[config.mk]
export PLATFORM = sky130hd
export DESIGN_NAME = tia_vga_bridge
export DESIGN_NICKNAME = d
export VERILOG_FILES = /design/src/hdl/video_pkg.sv /design/src/hdl/vga_timing.sv /design/src/hdl/line_writer.sv /design/src/hdl/scanline_buffer.sv /design/src/hdl/ntsc_palette.sv /design/src/hdl/vga_scan_out.sv /design/src/hdl/audio_pwm.sv /design/src/hdl/tia_vga_bridge.sv
export VERILOG_INCLUDE_DIRS = /design/src /design/src/hdl
export SDC_FILE = /design/constraint.sdc
export NUM_CORES = 2
export LEC_CHECK = 0
export BUFFER_PORTS_ARGS = -buffer_cell sky130_fd_sc_hd__buf_2
export CORE_ASPECT_RATIO = 1.75
export CORE_MARGIN = 2
export CORE_UTILIZATION = 40
export DETAILED_ROUTE_END_ITERATION = 10
export GPL_ROUTABILITY_DRIVEN = 0
export MAX_ROUTING_LAYER = met4
export PLACE_DENSITY = 0.55
export SYNTH_ARGS = -nofsm -noshare
export SYNTH_HDL_FRONTEND = slang
export SYNTH_SLANG_ARGS = --single-unit
[constraint.sdc]
create_clock -name clk -period 9.7 [get_ports clk]
set_clock_uncertainty 0.1 [all_clocks]
set_input_delay 1.94 -clock clk [delete_from_list [all_inputs] [get_ports clk]]
set_output_delay 1.94 -clock clk [all_outputs]
set_load 0.02 [all_outputs]
[src/hdl/video_consts.svh]
// ------------------------------------------------
// video bridge constants
// VGA 640x480 timing, Atari line size, column
// scaling, TIA hold threshold and output latency
// ------------------------------------------------
`ifndef VIDEO_CONSTS_SVH
`define VIDEO_CONSTS_SVH

// horizontal timing in clocks
`define H_VISIBLE 640
`define H_FRONT 16
`define H_SYNC 96
`define H_BACK 48
`define H_TOTAL 800

// vertical timing in lines
`define V_VISIBLE 480
`define V_FRONT 10
`define V_SYNC 2
`define V_BACK 33
`define V_TOTAL 525

// atari line and scaling
`define TIA_LINE_PIXELS 160
`define X_SCALE_SHIFT 2
`define HOLD_FIRST_LINE 36
`define PIPE_DEPTH 2

`endif

[src/hdl/video_pkg.sv]
// ------------------------------------------------
// video bridge types
// TIA pixel stream, VGA scan position, palette
// colour and the packed 2-2-2 VGA output word
// ------------------------------------------------
package video_pkg;

  // tia colour, hue in the top nibble
  typedef struct packed {
    logic [3:0] hue;
    logic [2:0] luma;
  } tia_color_t;

  // one pixel of the TIA output stream
  typedef struct packed {
    logic [7:0] xpos;
    logic [8:0] ypos;
    tia_color_t color;
    logic       vsync;
    logic       vblank;
  } tia_pixel_t;

  // vga beam position, sync levels active low
  typedef struct packed {
    logic [9:0] hpos;
    logic [9:0] vpos;
    logic       hsync;
    logic       vsync;
    logic       display_on;
  } scan_pos_t;

  typedef struct packed {
    logic [7:0] r;
    logic [7:0] g;
    logic [7:0] b;
  } rgb24_t;

  // pins of the vga connector
  typedef struct packed {
    logic       hsync;
    logic       vsync;
    logic [1:0] r;
    logic [1:0] g;
    logic [1:0] b;
  } vga_out_t;

endpackage

[src/hdl/vga_timing.sv]
// ------------------------------------------------
// vga 640x480 timing generator
// free-running beam counters, sync levels and
// the display-on window, one step per clock
// ------------------------------------------------
`timescale 1ns/1ns
`include "video_consts.svh"

module vga_timing
  import video_pkg::*;
(
  input  logic      clk,
  input  logic      rst_n,
  output scan_pos_t scan
);

  // sync pulse windows, end is exclusive
  localparam int HS_START = `H_VISIBLE + `H_FRONT;
  localparam int HS_END   = HS_START + `H_SYNC;
  localparam int VS_START = `V_VISIBLE + `V_FRONT;
  localparam int VS_END   = VS_START + `V_SYNC;

  logic [9:0] hpos;
  logic [9:0] vpos;

  // ------------------------------------------------
  // beam counters
  // ------------------------------------------------
  always_ff @(posedge clk) begin
    if (!rst_n) begin
      hpos <= 10'd0;
      vpos <= 10'd0;
    end else if (hpos == `H_TOTAL - 1) begin
      hpos <= 10'd0;
      // wrap the frame after the back porch lines
      if (vpos == `V_TOTAL - 1) begin
        vpos <= 10'd0;
      end else begin
        vpos <= vpos + 10'd1;
      end
    end else begin
      hpos <= hpos + 10'd1;
    end
  end

  // ------------------------------------------------
  // decoded levels
  // ------------------------------------------------
  assign scan.hpos = hpos;
  assign scan.vpos = vpos;

  // both syncs low inside their pulse window
  assign scan.hsync = !((hpos >= HS_START) && (hpos < HS_END));
  assign scan.vsync = !((vpos >= VS_START) && (vpos < VS_END));

  assign scan.display_on = (hpos < `H_VISIBLE) && (vpos < `V_VISIBLE);

endmodule

[src/hdl/line_writer.sv]
// ------------------------------------------------
// tia line writer
// stores visible TIA pixels into the line buffer
// and asks the system to wait for the VGA beam
// ------------------------------------------------
`timescale 1ns/1ns
`include "video_consts.svh"

module line_writer
  import video_pkg::*;
(
  input  tia_pixel_t tia,
  input  scan_pos_t  scan,
  output logic       wr_en,
  output logic [7:0] wr_addr,
  output tia_color_t wr_data,
  output logic       tia_hold
);

  // vga line reached by the current atari line
  logic [9:0] vga_line_needed;

  // ------------------------------------------------
  // buffer write
  // ------------------------------------------------
  // horizontal blank positions are past the line end
  assign wr_en   = (tia.xpos < `TIA_LINE_PIXELS);
  assign wr_addr = tia.xpos;
  assign wr_data = tia.color;

  // ------------------------------------------------
  // hold
  // ------------------------------------------------
  // every atari line fills two vga lines
  assign vga_line_needed = {tia.ypos, 1'b0};

  // lines above the threshold are top border, run free
  assign tia_hold = (tia.ypos > `HOLD_FIRST_LINE) &&
                    (scan.vpos < vga_line_needed);

endmodule

[src/hdl/scanline_buffer.sv]
// ------------------------------------------------
// single line buffer
// one write port, one read port with a registered
// output, payload type chosen by the parent
// ------------------------------------------------
`timescale 1ns/1ns

module scanline_buffer
  import video_pkg::*;
#(
  parameter type payload_t = tia_color_t,
  parameter int  DEPTH     = 256
) (
  input  logic                     clk,
  input  logic                     wr_en,
  input  logic [$clog2(DEPTH)-1:0] wr_addr,
  input  payload_t                 wr_data,
  input  logic [$clog2(DEPTH)-1:0] rd_addr,
  output payload_t                 rd_data
);

  payload_t mem [DEPTH];

  // write lands at the end of the enable cycle
  always_ff @(posedge clk) begin
    if (wr_en) begin
      mem[wr_addr] <= wr_data;
    end
  end

  // read data one cycle after the address
  always_ff @(posedge clk) begin
    rd_data <= mem[rd_addr];
  end

endmodule

[src/hdl/ntsc_palette.sv]
// ------------------------------------------------
// ntsc colour palette
// maps TIA hue and luma to 24-bit rgb, hue 0 is
// the grey ramp, others scale a base colour
// ------------------------------------------------
`timescale 1ns/1ns

module ntsc_palette
  import video_pkg::*;
(
  input  tia_color_t color,
  output rgb24_t     rgb
);

  rgb24_t      base;
  logic [7:0]  grey;
  logic [10:0] r_scaled;
  logic [10:0] g_scaled;
  logic [10:0] b_scaled;

  // brightest shade of each hue
  always_comb begin
    case (color.hue)
      4'd1:    base = 24'hfcfc68;
      4'd2:    base = 24'hfcbc74;
      4'd3:    base = 24'hfcb490;
      4'd4:    base = 24'hfcb0c0;
      4'd5:    base = 24'hfcb0f4;
      4'd6:    base = 24'hd4b0fc;
      4'd7:    base = 24'hb8b4fc;
      4'd8:    base = 24'ha4c8fc;
      4'd9:    base = 24'ha4e0fc;
      4'd10:   base = 24'ha4fcd4;
      4'd11:   base = 24'hb8fcb8;
      4'd12:   base = 24'hc8fcac;
      4'd13:   base = 24'he0fc9c;
      4'd14:   base = 24'hfce08c;
      4'd15:   base = 24'hfcd09c;
      // hue 0 takes the grey path below
      default: base = 24'hffffff;
    endcase
  end

  // grey ramp, 0 to 252 in steps of 36
  assign grey = {5'd0, color.luma} * 8'd36;

  // base times (luma + 1) / 8
  assign r_scaled = base.r * (color.luma + 4'd1);
  assign g_scaled = base.g * (color.luma + 4'd1);
  assign b_scaled = base.b * (color.luma + 4'd1);

  assign rgb.r = (color.hue == 4'd0) ? grey : r_scaled[10:3];
  assign rgb.g = (color.hue == 4'd0) ? grey : g_scaled[10:3];
  assign rgb.b = (color.hue == 4'd0) ? grey : b_scaled[10:3];

endmodule

[src/hdl/vga_scan_out.sv]
// ------------------------------------------------
// vga scan out
// reads the stored line at 4x width, runs it
// through the palette and registers a 2-2-2
// output with matching sync and blanking
// ------------------------------------------------
`timescale 1ns/1ns
`include "video_consts.svh"

module vga_scan_out
  import video_pkg::*;
(
  input  logic       clk,
  input  logic       rst_n,
  input  scan_pos_t  scan,
  input  logic       vblank,
  output logic [7:0] rd_addr,
  input  tia_color_t rd_data,
  output vga_out_t   vga
);

  // control stages ahead of the output register
  localparam int CTL_STAGES = `PIPE_DEPTH - 1;

  logic [CTL_STAGES-1:0] hsync_d;
  logic [CTL_STAGES-1:0] vsync_d;
  logic [CTL_STAGES-1:0] blank_d;
  rgb24_t                rgb;

  // four vga columns per atari pixel
  assign rd_addr = scan.hpos[`X_SCALE_SHIFT +: 8];

  // ------------------------------------------------
  // control delay to line up with the buffer read
  // ------------------------------------------------
  always_ff @(posedge clk) begin
    if (!rst_n) begin
      hsync_d <= '1;
      vsync_d <= '1;
      blank_d <= '1;
    end else begin
      hsync_d[0] <= scan.hsync;
      vsync_d[0] <= scan.vsync;
      // black outside the visible area and in tia vblank
      blank_d[0] <= !scan.display_on || vblank;
    end
  end

  ntsc_palette palette0 (
    .color (rd_data),
    .rgb   (rgb)
  );

  // ------------------------------------------------
  // output register
  // ------------------------------------------------
  always_ff @(posedge clk) begin
    if (!rst_n) begin
      vga.hsync <= 1'b1;
      vga.vsync <= 1'b1;
      vga.r     <= 2'b00;
      vga.g     <= 2'b00;
      vga.b     <= 2'b00;
    end else begin
      vga.hsync <= hsync_d[CTL_STAGES-1];
      vga.vsync <= vsync_d[CTL_STAGES-1];
      if (blank_d[CTL_STAGES-1]) begin
        vga.r <= 2'b00;
        vga.g <= 2'b00;
        vga.b <= 2'b00;
      end else begin
        // plain truncation to the top two bits
        vga.r <= rgb.r[7:6];
        vga.g <= rgb.g[7:6];
        vga.b <= rgb.b[7:6];
      end
    end
  end

endmodule

[src/hdl/audio_pwm.sv]
// ------------------------------------------------
// tia audio pwm
// first-order accumulator, the carry out is the
// pwm bit, density follows the 5-bit level
// ------------------------------------------------
`timescale 1ns/1ns

module audio_pwm (
  input  logic       clk,
  input  logic       rst_n,
  input  logic [4:0] level,
  output logic       pwm
);

  // bit 5 holds the carry of the last add
  logic [5:0] acc;

  always_ff @(posedge clk) begin
    if (!rst_n) begin
      acc <= 6'd0;
    end else begin
      acc <= {1'b0, acc[4:0]} + {1'b0, level};
    end
  end

  assign pwm = acc[5];

endmodule

[src/hdl/tia_vga_bridge.sv]
// ------------------------------------------------
// tia to vga bridge, top level
// line writer into the line buffer, vga scan out
// from it, beam timing and audio pwm
// ------------------------------------------------
`timescale 1ns/1ns

module tia_vga_bridge
  import video_pkg::*;
(
  input  logic       clk,
  input  logic       rst_n,
  input  tia_pixel_t tia,
  input  logic [4:0] tia_audio,
  output logic       tia_hold,
  output vga_out_t   vga,
  output logic       audio_out
);

  scan_pos_t  scan;
  logic       wr_en;
  logic [7:0] wr_addr;
  tia_color_t wr_data;
  logic [7:0] rd_addr;
  tia_color_t rd_data;

  vga_timing timing0 (
    .clk   (clk),
    .rst_n (rst_n),
    .scan  (scan)
  );

  // ------------------------------------------------
  // tia side
  // ------------------------------------------------
  line_writer writer0 (
    .tia      (tia),
    .scan     (scan),
    .wr_en    (wr_en),
    .wr_addr  (wr_addr),
    .wr_data  (wr_data),
    .tia_hold (tia_hold)
  );

  scanline_buffer #(
    .payload_t (tia_color_t),
    .DEPTH     (256)
  ) line_buf0 (
    .clk     (clk),
    .wr_en   (wr_en),
    .wr_addr (wr_addr),
    .wr_data (wr_data),
    .rd_addr (rd_addr),
    .rd_data (rd_data)
  );

  // ------------------------------------------------
  // vga side
  // ------------------------------------------------
  vga_scan_out scan_out0 (
    .clk     (clk),
    .rst_n   (rst_n),
    .scan    (scan),
    .vblank  (tia.vblank),
    .rd_addr (rd_addr),
    .rd_data (rd_data),
    .vga     (vga)
  );

  audio_pwm audio0 (
    .clk   (clk),
    .rst_n (rst_n),
    .level (tia_audio),
    .pwm   (audio_out)
  );

endmodule

==> run metrics <==
outcome completed; dpl ws about 4100 ps; clk sink count between 1.5k and 2k; Initial Util 0.4011; CTS resizes 0; row cnt 207; Critical Path Fanout Max 2; Die Ht roughly 570 microns; DRC viols 0; placed cell areas ~0.08 sq mm; Slew @ Worst Pin between 1000 and 1500 ps; # IOs 43; Critical Path Start Type input pin; initial antenna violation count 9; capturing point of the worst reg2reg path scan_out0.vga[3]; Hold Crit Class reg -> reg; mapped cell area ~0.073 sq mm; Power, Total roughly 16 mW; Sw Pwr 3.349 mW; Synth warnings 0; Pre-antenna DRT Iters 5; layout overhead on the synthesized area 14.60%; postcts setup bufs 0; ys flop type edfxtp_1; R2R cell count 14; Routed Antenna Nets 0; critical path type in -> out; Reg2Reg Setup Slack 4580 ps; Core Box Area between 0.15 and 0.2 sq mm; GRT Total Usage 0.1842; maxcap violations 0; synthesized instance count about 3.5k; syn avg cell area roughly 21 sq um; Crit path top cell by count a21o_1; critical path arrival about 3500 ps; Critical Path End Type output port; vias per cell around 5.1; Synth Register Bits 1836; # nets final about 4.4k; fin cells approximately 6.8k; fin crit period 5565 ps; Die W between 300 and 400 microns; Hold-fix buffers, CTS 0; WP buf/inv 3; CTS root buffer clkbuf_16; CTS tree done; final std cell area, no fill between 0.08 and 0.09 sq mm; Final setup viols 0; Hold Startpoint scan_out0.vsync_d; max-slew violations 0; maximum clock rate roughly 180 MHz; CP max stage cell ha_1; final hold violations 0; Pwr Density roughly 190 mW/mm^2; Total Wirelength 165000 microns; fin worst setup slack approximately 4100 ps; Crit path required time about 7700 ps; final core occ 0.4596; Leak roughly 27 nW; fillers 15.64k; largest stage delay on the critical path around 280 ps; largest net degree at the start of global routing around 170; cells along the critical path buf_2 > inv_1 > ha_1 > a21o_1 > a21o_1 > a21o_1 > a211oi_1 > o21bai_1 > a31oi_1 > buf_2; register area roughly 0.055 sq mm; Logic pwr share 0.048; layout cells sized above 1 0.1869; drt first-iter violations about 2.7k; Vias between 30k and 40k; final hold slack ~310 ps; hold depth 1; Sw Share 0.2067; Inst Count DP between 6k and 7k; Seq/Total Area, Yosys 0.7521; die area 0.1854 sq mm; GRT Residual Overflow 0; first-pass GRT wire length 242900 microns; Slew headroom 0.1977; Clk Latency, worst-skew pair about 820 ps; Post-synth EDFFs between 1.5k and 2k; # H-tree levels 4; Multi-input gate area 0.01933 sq mm; RSZ-0062 raised after global routing false; Int Pwr 12.86 mW; I/O Buffers 41; part of the power in registers 0.558; final worst-path cycle share 0.5737; Worst path top cell family by delay compound AO/OA/AOI/OAI gates; vias in the first global route ~37k; worst vdd rail ir drop around 0.00013 V; Num CTS Buffers 169; clock share of power 0.394; fraction of registers with async set or reset after synthesis 0; WL/cell between 20 and 25 microns; CTS Buffer Depth 4; synth unique cells 62; Fin Setup TNS 0 ps; clock transition at the registers of the reported paths about 60 ps; hold endpoint scan_out0.vga[6]; Final HPWL DP 101200 microns; Crit Reg-Reg Startpoint line_buf0.rd_data[0]
cell type report:
cell class	instances	area share
Sequential cell	1836	0.6565
Timing Repair Buffer	104	0.01032
Antenna cell	5	0.0001501
Clock buffer	218	0.05422
Multi-Input combinational cell	2055	0.2319
Inverter	74	0.003333
Clock inverter	74	0.007447
Tap cell	2403	0.03608
synth_stat cells, types with 41 or more instances:
master | instances | area (sq um)
a21oi_1 | 59 | 295.3
a221oi_1 | 48 | 420.4
a22o_1 | 45 | 394.1
a22oi_1 | 67 | 503.0
clkbuf_1 | 85 | 319.1
dfxtp_1 | 44 | 880.8
edfxtp_1 | 1792 | 53810
ha_1 | 60 | 750.7
inv_1 | 72 | 270.3
mux4_2 | 468 | 10540
nand2_1 | 61 | 229.0
nor2_1 | 243 | 912.1
nor3_1 | 41 | 205.2
cell families (layout without fill, tap and decap cells):
family,Yosys count,after routing,share of synthesized area
fa+ha+maj,94,94,0.01968
flops,1836,1836,0.7521
compound gates,328,328,0.03252
simple gates,441,441,0.02684
xor+xnor,30,30,0.003613
buf+inv,254,470,0.01715
mux,490,490,0.1480
other cells,1,677,0.00005157
power by group through the flow:
stage                     combinational (mW)  clock [mW]  sequential (mW)
after floorplan                        0.533           0             9.19
after global placement                 0.791           0             9.20
after detailed placement               0.802           0             9.22
after CTS                              0.804        6.55             9.05
after global routing                   0.878        6.82             9.06
final                                  0.785        6.38             9.04
worst register-to-register path, cell delays in order, from the launching register on:
cell and delay, ps:
dfxtp_1 610, nand3_1 720, nor2_1 700, inv_1 250, fa_1 540, inv_1 60
fa_1 460, ha_1 280, nand2_1 50, o31ai_1 290, a21oi_1 150, o21ai_0 360
a21oi_1 140, xnor2_1 190, o21ai_0 100
how the worst max path moves through the flow:
stage                     to    start  cells past startpoint
floorplan           tia_hold  tia[10]                      8
global placement    tia_hold  tia[10]                     10
detailed placement  tia_hold  tia[10]                     10
CTS                 tia_hold  tia[10]                     10
global route        tia_hold  tia[10]                     10
finish              tia_hold  tia[10]                     10
placed cells by master, fill, tap and decap left out, drive strengths merged, types with 13 or more instances in the layout:
| master | Yosys | final |
|---|---|---|
| nor2 | 244 | 244 |
| fa | 34 | 34 |
| o21ai | 33 | 33 |
| mux2i | 20 | 20 |
| ha | 60 | 60 |
| clkbuf | 85 | 218 |
| a22oi | 68 | 68 |
| nand2b | 13 | 13 |
| nand3 | 17 | 17 |
| xnor2 | 22 | 22 |
| a21oi | 59 | 59 |
| o22ai | 26 | 26 |
| conb | 1 | 672 |
| a22o | 45 | 45 |
| nor3 | 41 | 41 |
| inv | 72 | 78 |
| nor2b | 17 | 17 |
| dfxtp | 44 | 44 |
| clkinv | 2 | 56 |
| nand2 | 61 | 61 |
| edfxtp | 1792 | 1792 |
| mux4 | 468 | 468 |
| a221oi | 50 | 50 |
| buf | 95 | 104 |
routing by layer:
| metal | GRT usage | wire [microns] | up-vias |
|---|---|---|---|
| li1 | - | - | 15240 |
| met4 | 0.07498 | 7184 | 0 |
| met2 | 0.3386 | 91190 | 684 |
| met1 | 0.2018 | 60790 | 18400 |
| met5 | - | 0 | - |
| met3 | 0.02062 | 5788 | 276 |
flip-flops by register name, summed over array words and instances (netlist names):
name and flops:
scan_out0.hsync_d 1, timing0.hpos 10, timing0.vpos 10, line_buf0.mem 1792, audio0.acc 6, scan_out0.vga 8
scan_out0.vsync_d 1, line_buf0.rd_data 7, scan_out0.blank_d 1
(Power assumes the default switching activity.)
